==> src/crc_ahb_pkg.sv <==
`default_nettype none

package crc_ahb_pkg;

	////////////////////
	// Register map
	////////////////////

	// Register index taken from HADDR[4:2]
	typedef enum logic [2:0] {
		REG_DR   = 3'd0,
		REG_IDR  = 3'd1,
		REG_CR   = 3'd2,
		REG_INIT = 3'd4,
		REG_POL  = 3'd5
	} crc_reg_addr_t;

	// AHB transfer type
	typedef enum logic [1:0] {
		IDLE   = 2'b00,
		BUSY   = 2'b01,
		NONSEQ = 2'b10,
		SEQ    = 2'b11
	} htrans_t;

	// Width of one data item, low bits of HSIZE
	typedef enum logic [1:0] {
		SIZE_BYTE = 2'd0,
		SIZE_HALF = 2'd1,
		SIZE_WORD = 2'd2
	} bus_size_t;

	////////////////////
	// Control encodings
	////////////////////

	// CRC width
	typedef enum logic [1:0] {
		POLY_32 = 2'd0,
		POLY_16 = 2'd1,
		POLY_8  = 2'd2,
		POLY_7  = 2'd3
	} poly_size_t;

	// Input bit reversal granularity
	typedef enum logic [1:0] {
		REV_NONE = 2'd0,
		REV_BYTE = 2'd1,
		REV_HALF = 2'd2,
		REV_WORD = 2'd3
	} rev_in_t;

	// Field order matches CR[7:3] bit for bit
	typedef struct packed {
		logic       rev_out;
		rev_in_t    rev_in;
		poly_size_t poly_size;
	} crc_cfg_t;

	// One buffered data item, data sits above the size field
	typedef struct packed {
		logic [31:0] data;
		bus_size_t   size;
	} crc_chunk_t;

	// Reset values
	localparam crc_cfg_t    CR_RESET   = '0;
	localparam logic [31:0] INIT_RESET = 32'hFFFF_FFFF;
	localparam logic [31:0] POLY_RESET = 32'h04C1_1DB7;

endpackage

`default_nettype wire

==> src/crc_host_interface.sv <==
`timescale 1ns/100ps
`default_nettype none

module crc_host_interface
(
	input  wire                    HCLK,
	input  wire                    HRESETn,
	input  wire                    HSElx,
	input  wire [31:0]             HADDR,
	input  crc_ahb_pkg::htrans_t   HTRANS,
	input  wire                    HWRITE,
	input  wire [2:0]              HSIZE,
	input  wire                    HREADY,
	input  wire [31:0]             HWDATA,
	output logic [31:0]            HRDATA,
	output logic                   HREADYOUT,
	output logic                   HRESP,
	input  wire [31:0]             crc_value,
	input  wire [31:0]             init_value,
	input  wire [31:0]             poly_value,
	input  wire [7:0]              idr_value,
	input  wire                    full,
	input  wire                    busy,
	input  wire                    reset_pending,
	output crc_ahb_pkg::crc_cfg_t  cfg,
	output logic [31:0]            wr_data,
	output logic                   dr_we,
	output crc_ahb_pkg::bus_size_t dr_size,
	output logic                   init_we,
	output logic                   poly_we,
	output logic                   idr_we,
	output logic                   reset_chain
);

	// Registered address phase
	logic                       hsel_q;
	logic                       hwrite_q;
	crc_ahb_pkg::htrans_t       htrans_q;
	crc_ahb_pkg::crc_reg_addr_t addr_q;
	crc_ahb_pkg::bus_size_t     size_q;

	// Control register
	crc_ahb_pkg::crc_cfg_t cfg_q;

	logic sample;
	logic write_en;
	logic read_en;
	logic cr_we;

	////////////////////
	// Address phase
	////////////////////

	// A transfer is taken only when the bus is ready on both sides
	assign sample = HREADY && HREADYOUT;

	always_ff @(posedge HCLK)
	begin
		if (!HRESETn)
		begin
			hsel_q   <= 1'b0;
			hwrite_q <= 1'b0;
			htrans_q <= crc_ahb_pkg::IDLE;
		end
		else if (sample)
		begin
			hsel_q   <= HSElx;
			hwrite_q <= HWRITE;
			htrans_q <= HTRANS;
		end
	end

	// Address and size are payload, only valid with hsel_q
	always_ff @(posedge HCLK)
	begin
		if (sample)
		begin
			addr_q <= crc_ahb_pkg::crc_reg_addr_t'(HADDR[4:2]);
			size_q <= crc_ahb_pkg::bus_size_t'(HSIZE[1:0]);
		end
	end

	// SEQ, BUSY and IDLE are ignored
	assign write_en = hsel_q && (htrans_q == crc_ahb_pkg::NONSEQ) && hwrite_q;
	assign read_en  = hsel_q && (htrans_q == crc_ahb_pkg::NONSEQ) && !hwrite_q;

	////////////////////
	// Write strobes
	////////////////////

	// Held back while the target cannot take the data
	assign dr_we   = write_en && (addr_q == crc_ahb_pkg::REG_DR) && !full;
	assign init_we = write_en && (addr_q == crc_ahb_pkg::REG_INIT) && !reset_pending;
	assign poly_we = write_en && (addr_q == crc_ahb_pkg::REG_POL);
	assign idr_we  = write_en && (addr_q == crc_ahb_pkg::REG_IDR);
	assign cr_we   = write_en && (addr_q == crc_ahb_pkg::REG_CR);

	// CR bit 0 restarts the CRC from INIT
	assign reset_chain = cr_we && HWDATA[0];

	// Write data is used in its own data phase
	assign wr_data = HWDATA;
	assign dr_size = size_q;

	always_ff @(posedge HCLK)
	begin
		if (!HRESETn)
			cfg_q <= crc_ahb_pkg::CR_RESET;
		else if (cr_we)
			cfg_q <= crc_ahb_pkg::crc_cfg_t'(HWDATA[7:3]);
	end

	assign cfg = cfg_q;

	////////////////////
	// Read side
	////////////////////

	always_comb
	begin
		case (addr_q)
			crc_ahb_pkg::REG_DR:   HRDATA = crc_value;
			crc_ahb_pkg::REG_IDR:  HRDATA = {24'h0, idr_value};
			crc_ahb_pkg::REG_CR:   HRDATA = {24'h0, cfg_q, 3'b000};
			crc_ahb_pkg::REG_INIT: HRDATA = init_value;
			crc_ahb_pkg::REG_POL:  HRDATA = poly_value;
			default:               HRDATA = 32'h0;
		endcase
	end

	// Wait states: DR write on full buffer, DR read until all data folded,
	// INIT write while a CRC restart is still waiting
	assign HREADYOUT = !((write_en && (addr_q == crc_ahb_pkg::REG_DR) && full) ||
		(read_en && (addr_q == crc_ahb_pkg::REG_DR) && (full || busy)) ||
		(write_en && (addr_q == crc_ahb_pkg::REG_INIT) && reset_pending));

	// No error responses
	assign HRESP = 1'b0;

	// Anything but a selected NONSEQ leaves no wait state behind
	assert property (@(posedge HCLK) disable iff (!HRESETn)
		sample && !(HSElx && (HTRANS == crc_ahb_pkg::NONSEQ)) |=> HREADYOUT);

	// Strobes fire only in the closing cycle of a data phase, so each lasts one cycle
	assert property (@(posedge HCLK) disable iff (!HRESETn)
		(dr_we || init_we || poly_we || idr_we || cr_we) |-> HREADY);

	assert property (@(posedge HCLK) disable iff (!HRESETn)
		$onehot0({dr_we, init_we, poly_we, idr_we, cr_we}));

endmodule

`default_nettype wire

==> src/crc_input_buffer.sv <==
`timescale 1ns/100ps
`default_nettype none

module crc_input_buffer
(
	input  wire                     HCLK,
	input  wire                     HRESETn,
	input  wire                     dr_we,
	input  crc_ahb_pkg::bus_size_t  dr_size,
	input  wire [31:0]              wr_data,
	input  wire                     ack,
	output logic                    full,
	output logic                    req,
	output crc_ahb_pkg::crc_chunk_t chunk
);

	// Handshake phase flags
	logic req_q;
	logic drop_q;

	crc_ahb_pkg::crc_chunk_t chunk_q;

	////////////////////
	// Handshake
	////////////////////

	always_ff @(posedge HCLK)
	begin
		if (!HRESETn)
		begin
			req_q  <= 1'b0;
			drop_q <= 1'b0;
		end
		else if (dr_we)
		begin
			// New item, engine is idle with ack low
			req_q  <= 1'b1;
			drop_q <= 1'b0;
		end
		else if (req_q && ack)
		begin
			// Engine is done, release the request
			req_q  <= 1'b0;
			drop_q <= 1'b1;
		end
		else if (drop_q && !ack)
			drop_q <= 1'b0;
	end

	// Item register, loaded only when empty
	always_ff @(posedge HCLK)
	begin
		if (dr_we)
		begin
			chunk_q.data <= wr_data;
			chunk_q.size <= dr_size;
		end
	end

	// Empty again as soon as ack has fallen
	assign full  = req_q || (drop_q && ack);
	assign req   = req_q;
	assign chunk = chunk_q;

	// Engine reads the item across several cycles
	assert property (@(posedge HCLK) disable iff (!HRESETn)
		req |=> $stable(chunk));

	assert property (@(posedge HCLK) disable iff (!HRESETn)
		dr_we |-> !full);

endmodule

`default_nettype wire

==> src/crc_compute.sv <==
`timescale 1ns/100ps
`default_nettype none

module crc_compute
(
	input  wire                     HCLK,
	input  wire                     HRESETn,
	input  crc_ahb_pkg::crc_cfg_t   cfg,
	input  wire [31:0]              wr_data,
	input  wire                     init_we,
	input  wire                     poly_we,
	input  wire                     idr_we,
	input  wire                     reset_chain,
	input  wire                     req,
	input  crc_ahb_pkg::crc_chunk_t chunk,
	output logic                    ack,
	output logic                    busy,
	output logic                    reset_pending,
	output logic [31:0]             crc_value,
	output logic [31:0]             init_value,
	output logic [31:0]             poly_value,
	output logic [7:0]              idr_value
);

	typedef enum logic [1:0] {ST_IDLE, ST_FOLD, ST_ACK} state_t;

	state_t      state_q;
	logic        ack_q;
	logic        pending_q;
	logic [31:0] init_q;
	logic [31:0] poly_q;
	logic [7:0]  idr_q;
	logic [31:0] crc_q;
	// Bytes still to fold, most significant at the top
	logic [31:0] shreg;
	logic [1:0]  cnt;
	logic [4:0]  shift;
	logic [31:0] aligned;
	logic [1:0]  last;
	logic        reset_ok;

	// Bit reversal within each byte
	function automatic logic [31:0] rev_bytes(input logic [31:0] d);
		logic [31:0] r;
		for (int i = 0; i < 32; i++)
			r[i] = d[(i / 8) * 8 + 7 - (i % 8)];
		return r;
	endfunction

	// Bit reversal within each halfword
	function automatic logic [31:0] rev_halves(input logic [31:0] d);
		logic [31:0] r;
		for (int i = 0; i < 32; i++)
			r[i] = d[(i / 16) * 16 + 15 - (i % 16)];
		return r;
	endfunction

	function automatic logic [31:0] rev_word(input logic [31:0] d);
		logic [31:0] r;
		for (int i = 0; i < 32; i++)
			r[i] = d[31 - i];
		return r;
	endfunction

	// One byte, MSB first, with CRC and polynomial moved to the top of the word
	function automatic logic [31:0] fold_byte(input logic [31:0] crc, input logic [31:0] poly,
		input logic [7:0] din, input logic [4:0] sh);
		logic [31:0] a;
		logic [31:0] p;
		a = (crc << sh) ^ {din, 24'h0};
		p = poly << sh;
		for (int k = 0; k < 8; k++)
			a = a[31] ? ((a << 1) ^ p) : (a << 1);
		return a >> sh;
	endfunction

	////////////////////
	// Input preparation
	////////////////////

	// Distance from the CRC width up to bit 31
	always_comb
	begin
		case (cfg.poly_size)
			crc_ahb_pkg::POLY_16: shift = 5'd16;
			crc_ahb_pkg::POLY_8:  shift = 5'd24;
			crc_ahb_pkg::POLY_7:  shift = 5'd25;
			default:              shift = 5'd0;
		endcase
	end

	// Reversal never reaches past the item width
	always_comb
	begin
		case (chunk.size)
			crc_ahb_pkg::SIZE_BYTE:
			begin
				last    = 2'd0;
				aligned = ((cfg.rev_in == crc_ahb_pkg::REV_NONE) ? chunk.data :
					rev_bytes(chunk.data)) << 24;
			end
			crc_ahb_pkg::SIZE_HALF:
			begin
				last = 2'd1;
				case (cfg.rev_in)
					crc_ahb_pkg::REV_NONE: aligned = chunk.data << 16;
					crc_ahb_pkg::REV_BYTE: aligned = rev_bytes(chunk.data) << 16;
					default:               aligned = rev_halves(chunk.data) << 16;
				endcase
			end
			default:
			begin
				// HSIZE above word is folded as a word
				last = 2'd3;
				case (cfg.rev_in)
					crc_ahb_pkg::REV_NONE: aligned = chunk.data;
					crc_ahb_pkg::REV_BYTE: aligned = rev_bytes(chunk.data);
					crc_ahb_pkg::REV_HALF: aligned = rev_halves(chunk.data);
					default:               aligned = rev_word(chunk.data);
				endcase
			end
		endcase
	end

	////////////////////
	// Engine
	////////////////////

	// Restart waits for the item in flight, also one still waiting in IDLE
	assign reset_ok = !req && (state_q != ST_FOLD);

	always_ff @(posedge HCLK)
	begin
		if (!HRESETn)
		begin
			state_q   <= ST_IDLE;
			ack_q     <= 1'b0;
			pending_q <= 1'b0;
			crc_q     <= crc_ahb_pkg::INIT_RESET;
		end
		else
		begin
			case (state_q)
				ST_IDLE:
					if (req && !ack_q)
					begin
						shreg   <= aligned;
						cnt     <= last;
						state_q <= ST_FOLD;
					end
				ST_FOLD:
				begin
					crc_q <= fold_byte(crc_q, poly_q, shreg[31:24], shift);
					shreg <= shreg << 8;
					cnt   <= cnt - 2'd1;
					if (cnt == 2'd0)
					begin
						ack_q   <= 1'b1;
						state_q <= ST_ACK;
					end
				end
				default:
					if (!req)
					begin
						ack_q   <= 1'b0;
						state_q <= ST_IDLE;
					end
			endcase
			// Never in FOLD here, so no clash with the fold update
			if ((reset_chain || pending_q) && reset_ok)
			begin
				crc_q     <= init_q;
				pending_q <= 1'b0;
			end
			else if (reset_chain)
				pending_q <= 1'b1;
		end
	end

	// Programmable registers
	always_ff @(posedge HCLK)
	begin
		if (!HRESETn)
		begin
			init_q <= crc_ahb_pkg::INIT_RESET;
			poly_q <= crc_ahb_pkg::POLY_RESET;
			idr_q  <= 8'h00;
		end
		else
		begin
			if (init_we)
				init_q <= wr_data;
			if (poly_we)
				poly_q <= wr_data;
			if (idr_we)
				idr_q <= wr_data[7:0];
		end
	end

	// Output reversal mirrors only the low CRC-width bits
	assign crc_value = cfg.rev_out ? (rev_word(crc_q) >> shift) :
		(crc_q & (32'hFFFF_FFFF >> shift));

	assign ack           = ack_q;
	assign busy          = (state_q != ST_IDLE);
	assign reset_pending = pending_q;
	assign init_value    = init_q;
	assign poly_value    = poly_q;
	assign idr_value     = idr_q;

	assert property (@(posedge HCLK) disable iff (!HRESETn)
		$rose(ack) |-> req);

endmodule

`default_nettype wire

==> src/crc_ahb_top.sv <==
`timescale 1ns/100ps
`default_nettype none

module crc_ahb_top
(
	input  wire                  HCLK,
	input  wire                  HRESETn,
	input  wire                  HSElx,
	input  wire [31:0]           HADDR,
	input  crc_ahb_pkg::htrans_t HTRANS,
	input  wire                  HWRITE,
	input  wire [2:0]            HSIZE,
	input  wire                  HREADY,
	input  wire [31:0]           HWDATA,
	output wire [31:0]           HRDATA,
	output wire                  HREADYOUT,
	output wire                  HRESP
);

	// Host side to engine and buffer
	wire crc_ahb_pkg::crc_cfg_t   cfg;
	wire [31:0]                   wr_data;
	wire                          dr_we;
	wire crc_ahb_pkg::bus_size_t  dr_size;
	wire                          init_we;
	wire                          poly_we;
	wire                          idr_we;
	wire                          reset_chain;

	// Status and read data back to the host side
	wire [31:0]                   crc_value;
	wire [31:0]                   init_value;
	wire [31:0]                   poly_value;
	wire [7:0]                    idr_value;
	wire                          full;
	wire                          busy;
	wire                          reset_pending;

	// Four-phase link between buffer and engine
	wire                          req;
	wire                          ack;
	wire crc_ahb_pkg::crc_chunk_t chunk;

	crc_host_interface i_host (
		.HCLK, .HRESETn, .HSElx, .HADDR, .HTRANS, .HWRITE, .HSIZE, .HREADY, .HWDATA,
		.HRDATA, .HREADYOUT, .HRESP,
		.crc_value, .init_value, .poly_value, .idr_value, .full, .busy, .reset_pending,
		.cfg, .wr_data, .dr_we, .dr_size, .init_we, .poly_we, .idr_we, .reset_chain
	);

	crc_input_buffer i_buffer (
		.HCLK, .HRESETn, .dr_we, .dr_size, .wr_data, .ack, .full, .req, .chunk
	);

	crc_compute i_compute (
		.HCLK, .HRESETn, .cfg, .wr_data, .init_we, .poly_we, .idr_we, .reset_chain,
		.req, .chunk, .ack, .busy, .reset_pending,
		.crc_value, .init_value, .poly_value, .idr_value
	);

endmodule

`default_nettype wire

==> config.mk <==
export PLATFORM = sky130hd
export DESIGN_NAME = crc_ahb_top
export DESIGN_NICKNAME = d
export VERILOG_FILES = /design/src/crc_ahb_pkg.sv /design/src/crc_host_interface.sv /design/src/crc_input_buffer.sv /design/src/crc_compute.sv /design/src/crc_ahb_top.sv
export SDC_FILE = /design/constraint.sdc
export NUM_CORES = 1
export LEC_CHECK = 0
export BUFFER_PORTS_ARGS = -buffer_cell sky130_fd_sc_hd__buf_2
export CELL_PAD_IN_SITES_DETAIL_PLACEMENT = 1
export CELL_PAD_IN_SITES_GLOBAL_PLACEMENT = 1
export CORE_MARGIN = 3
export CORE_UTILIZATION = 44
export CTS_CLUSTER_DIAMETER = 50
export DETAILED_ROUTE_END_ITERATION = 16
export PLACE_DENSITY_LB_ADDON = 0.25
export SLEW_MARGIN = 0
export SYNTH_ARGS = -nofsm -noshare
export SYNTH_HDL_FRONTEND = slang
export SYNTH_SLANG_ARGS = --single-unit
==> constraint.sdc <==
create_clock -name HCLK -period 5.4 [get_ports HCLK]
set_input_delay 0.81 -clock HCLK [delete_from_list [all_inputs] [get_ports HCLK]]
set_output_delay 0.81 -clock HCLK [all_outputs]
set_load 0.02 [all_outputs]
==> flow_summary.toml <==
[outcome]
status = "completed"

[sta]
final_setup_violating_endpoints = 0
maxSlewViolCount = 0
setup_slack_ns = 0.0329
timing.final.hold_violations = 0
worst_clock_skew_ns = 0.0164
achievable-frequency_mhz = 186
worst_slew_pin_slew_ns = 1.10
finalWorstPathRequiredPeriod_ns = 5.37
timing.max_slew.rel_slack_pct = 26.8
period_share_pct = 99.4
hold_ws_ns = 0.433

[worst_setup_path]
timing.rr.end = "i_compute.crc_q[6]$_SDFFE_PN1P_"
critical_path_required_ns = 5.72
ff2ff_setup_slack_ns = 0.03
regToRegStartpoint = "i_host.cfg[0]$_SDFFE_PN0P_"
crit_arrival_ns = 5.69
critical_path.max_fanout = 15
reg2regPathDepth = 19
cpMaxStageDelayCell = "sky130_fd_sc_hd__mux4_2"
critical_path.cell_chain = "buf_4 > mux4_2 > buf_4 > xnor2_4 > buf_6 > nor2_1 > o311ai_0 > a21oi_2 > o32ai_4 > mux2_4 > and2_1 > a21o_4 > a2111o_1 > nand3_2 > buf_12 > nand2_1 > xnor2_2 > a222oi_1 > a21oi_1"
cp-start-kind = "register"
max_stage_delay_on_crit_path_ns = 0.61
worst_setup_path_end_kind = "register"
cpMostUsedCell = "sky130_fd_sc_hd__buf_4"
crit_path_class = "reg -> reg"

[placed_design]
io_buffers = 76
post-place-ws_ns = -0.259
place_hpwl_mm = 47.9
place.gp.congestion = 1.01

[min_path]
min_path_cells = 0
min_to = "i_buffer.chunk[1]$_DFFE_PP_"
worst_hold_startpoint = "i_host.dr_size[1]$_DFFE_PP_"
hold_class = "reg -> reg"

[clock_tree]
cts-root-to-sink-buffers = 2
clkSinkCount = 192
worstSkewPairLatency_ns = 0.46
tritoncts_clock_tree = "built"
ctsHoldBuffers = 0
worst_setup_hold_path_clk_slew_ns = 0.08
clock_tree_root = "sky130_fd_sc_hd__clkbuf_16"
tritoncts.num_buffers = 17
cts-htree-levels = 4

[final_layout]
final_cell_mix = "426 x sky130_fd_sc_hd__nand2_1, 188 x sky130_fd_sc_hd__xnor2_1, 187 x sky130_fd_sc_hd__nor2_1"
fill_cells = 4284
post_route_cells_drive_above_1_share_pct = 18.7
multiInputGateArea_mm2 = 0.0106
design.final.nets = 2177
seq_area_mm2 = 0.00458
layout-area-overhead-vs-synth_pct = 16.0
layout.cells.most_common = "sky130_fd_sc_hd__nand2_1"

[pwr]
share_clk_of_total_power_pct = 43.9
cellInternalPower_mw = 2.23
power_switching_share_pct = 25.8
power-per-cell-area_mw_per_mm2 = 166
irDropWorstVdd_mv = 0.163
power_leakage_nw = 6.76
power_frac_comb_pct = 6.0
netSwitchingPower_mw = 0.775
seq_power_share_pct = 50.1

[die]
die_x_um = 195
design.portCount = 108
die_area_mm2 = 0.0379
rows = 68
coreArea_mm2 = 0.0348
die-height_um = 195
floorplan.initialDensity_pct = 45.0

[yosys]
yosys_register_bits = 192
post_synth_num_cell_types = 75
synthArstFlopShare_pct = 0
postSynthAreaPerCell_um2 = 7.74
yosysSeqAreaShare_pct = 29.2
netlist_area_mm2 = 0.0157
postSynth.topFlopCell = "sky130_fd_sc_hd__dfxtp_1"
number_of_flops_mapped_to_enable_cells_by_yosys = 73
yosysWarningCount = 0
yosysTopAreaCellShare_pct = 15.2
ys_top_cells_by_area = "sky130_fd_sc_hd__dfxtp_1 15%, sky130_fd_sc_hd__edfxtp_1 14%, sky130_fd_sc_hd__xnor2_1 11%"
synth_fp_nets = 2097
yosysTopAreaCell = "sky130_fd_sc_hd__dfxtp_1"
syn-instance-count = 2022

[global_route]
groute.usage.overall_pct = 33.8
largest_net_degree_at_the_start_of_global_routing = 77
grt_overflow = 0
initial_antenna_violation_count = 0
grt_pass1_vias = 16200
first_pass_grt_wire_length_mm = 99.7

[detailed_routing]
post_drt_wl_per_cell_um = 25.7
drcViolationCount = 0
totalWireLength_mm = 66.0
average_via_count_per_standard_cell = 6.34
detail_route.iter0.violations = 1733
route.vias.total = 16300
ant_nets = 0
drt_pass1_iterations = 6

[flow_run]
drv.max_cap_violation_count = 0
## how the worst max path moves through the flow
stage	depth (start not counted)	slack [ns]	to	startpoint
after floorplan	18	0.77	i_compute.crc_q[6]$_SDFFE_PN1P_	i_host.cfg[0]$_SDFFE_PN0P_
after global placement	16	-0.13	i_compute.crc_q[6]$_SDFFE_PN1P_	i_host.cfg[0]$_SDFFE_PN0P_
after detailed placement	18	-0.26	i_compute.crc_q[6]$_SDFFE_PN1P_	i_host.cfg[0]$_SDFFE_PN0P_
after CTS	18	0.007	i_compute.crc_q[6]$_SDFFE_PN1P_	i_host.cfg[0]$_SDFFE_PN0P_
after global routing	22	-0.13	i_compute.crc_q[18]$_SDFFE_PN1P_	i_host.cfg[0]$_SDFFE_PN0P_
final	19	0.03	i_compute.crc_q[6]$_SDFFE_PN1P_	i_host.cfg[0]$_SDFFE_PN0P_
## cell type report
type	count	share of cell area [%]
Timing Repair Buffer	239	9.46
Antenna cell	1	0.0138
Clock inverter	14	0.903
Inverter	9	0.186
Multi-Input combinational cell	1643	58.6
Sequential cell	192	25.2
Tap cell	455	3.14
Clock buffer	18	2.42
## metrics by stage
stage | power [mW] | std cells | setup TNS, ns | cell area (um2) | utilization [%]
global placement | 1.71 | 2512 | -0.346 | 17100 | 49.0
CTS | 3.00 | 2544 | 0 | 17700 | 50.8
global route | 3.08 | 2570 | -0.885 | 18200 | 52.2
floorplan | 1.63 | 2022 | 0 | 15700 | -
detailed placement | 1.72 | 2512 | -0.850 | 17100 | 49.0
finish | 3.01 | 2571 | 0 | 18200 | 52.2
## flip-flops by register name, indices dropped and copies added (netlist names)
signal / cells
i_host.htrans_q: 2
i_compute.state_q: 2
i_compute.crc_q: 32
i_host.hwrite_q: 1
i_compute.poly_value: 32
i_host.cfg: 5
i_compute.ack: 1
i_host.addr_q: 3
i_buffer.drop_q: 1
i_host.hsel_q: 1
i_compute.init_value: 32
i_host.dr_size: 2
i_compute.idr_value: 8
i_buffer.chunk: 34
i_compute.shreg: 32
i_compute.cnt: 2
i_buffer.req: 1
i_compute.reset_pending: 1
## logic make-up after synthesis
group                      after synthesis  synth area share, %
buffers and inverters                  187                 4.83
AOI/OAI and AO/OA                      453                 19.0
other                                    1               0.0240
adders and majority gates                1               0.0799
and+or+nand+nor                        820                 22.1
xor gates and xnor gates               225                 13.1
muxes                                  143                 11.7
DFF                                    192                 29.2
## critical path, delay by kind of cell, from the launching register on
| family | cells | cell delay (ns) |
|---|---|---|
| XOR/XNOR | 2 | 0.39 |
| flip-flops | 1 | 0.42 |
| multiplexers | 2 | 0.97 |
| buffers and inverters | 4 | 0.65 |
| AO/OA/AOI/OAI | 7 | 2.30 |
| AND/OR/NAND/NOR | 4 | 0.47 |
## routing by layer
metal	wire (um)	vias to the layer above	part of all wire (%)	GRT usage [%]
li1	-	7276	-	-
met1	27100	8015	41	45.4
met2	29800	814	45	53.6
met3	5720	197	8.7	6.31
met4	3420	0	5.2	14.4
met5	0	-	0	0
## synth_stat cells (4+ instances only)
master / count
sky130_fd_sc_hd__nand2_1: 426
sky130_fd_sc_hd__xnor2_1: 199
sky130_fd_sc_hd__nor2_1: 191
sky130_fd_sc_hd__clkbuf_1: 128
sky130_fd_sc_hd__a21oi_1: 120
sky130_fd_sc_hd__dfxtp_1: 119
sky130_fd_sc_hd__o21ai_0: 101
sky130_fd_sc_hd__nand3_1: 89
sky130_fd_sc_hd__mux2i_1: 86
sky130_fd_sc_hd__edfxtp_1: 73
sky130_fd_sc_hd__a21boi_0: 32
sky130_fd_sc_hd__nor3_1: 32
sky130_fd_sc_hd__mux2_2: 28
sky130_fd_sc_hd__mux4_2: 28
sky130_fd_sc_hd__a22oi_1: 26
sky130_fd_sc_hd__buf_1: 25
sky130_fd_sc_hd__o22ai_1: 21
sky130_fd_sc_hd__a211oi_1: 20
sky130_fd_sc_hd__nor2b_1: 20
sky130_fd_sc_hd__a221oi_1: 19
sky130_fd_sc_hd__buf_2: 19
sky130_fd_sc_hd__xor2_1: 19
sky130_fd_sc_hd__a31oi_1: 16
sky130_fd_sc_hd__o211ai_1: 14
sky130_fd_sc_hd__nand4_1: 12
sky130_fd_sc_hd__a222oi_1: 11
sky130_fd_sc_hd__a21o_1: 10
sky130_fd_sc_hd__and2_1: 10
sky130_fd_sc_hd__or2_2: 10
sky130_fd_sc_hd__inv_1: 8
sky130_fd_sc_hd__nand2b_1: 7
sky130_fd_sc_hd__and3_1: 6
sky130_fd_sc_hd__nor4_1: 6
sky130_fd_sc_hd__o21a_1: 5
sky130_fd_sc_hd__a2111oi_0: 4
sky130_fd_sc_hd__a211o_1: 4
sky130_fd_sc_hd__a32o_1: 4
sky130_fd_sc_hd__buf_4: 4
sky130_fd_sc_hd__nor3b_1: 4
sky130_fd_sc_hd__o211a_1: 4
sky130_fd_sc_hd__o32ai_1: 4
sky130_fd_sc_hd__xnor3_1: 4
## power by group through the flow
| stage | combinational, mW | sequential [mW] | clock (mW) |
|---|---|---|---|
| after floorplan | 0.0959 | 1.53 | 0 |
| after global placement | 0.174 | 1.54 | 0 |
| after detailed placement | 0.175 | 1.54 | 0 |
| after CTS | 0.176 | 1.51 | 1.32 |
| after global routing | 0.190 | 1.51 | 1.38 |
| final | 0.182 | 1.51 | 1.32 |
## what timing repair did
item	4_1_cts	5_1_grt
gates cloned	0	1
pin swaps	0	23
buffers inserted	0	25
endpoints found under the hold margin	0	0
setup endpoints to repair	5	31
gates resized for setup	2	52
No activity file was read; power rests on OpenSTA's default activity.
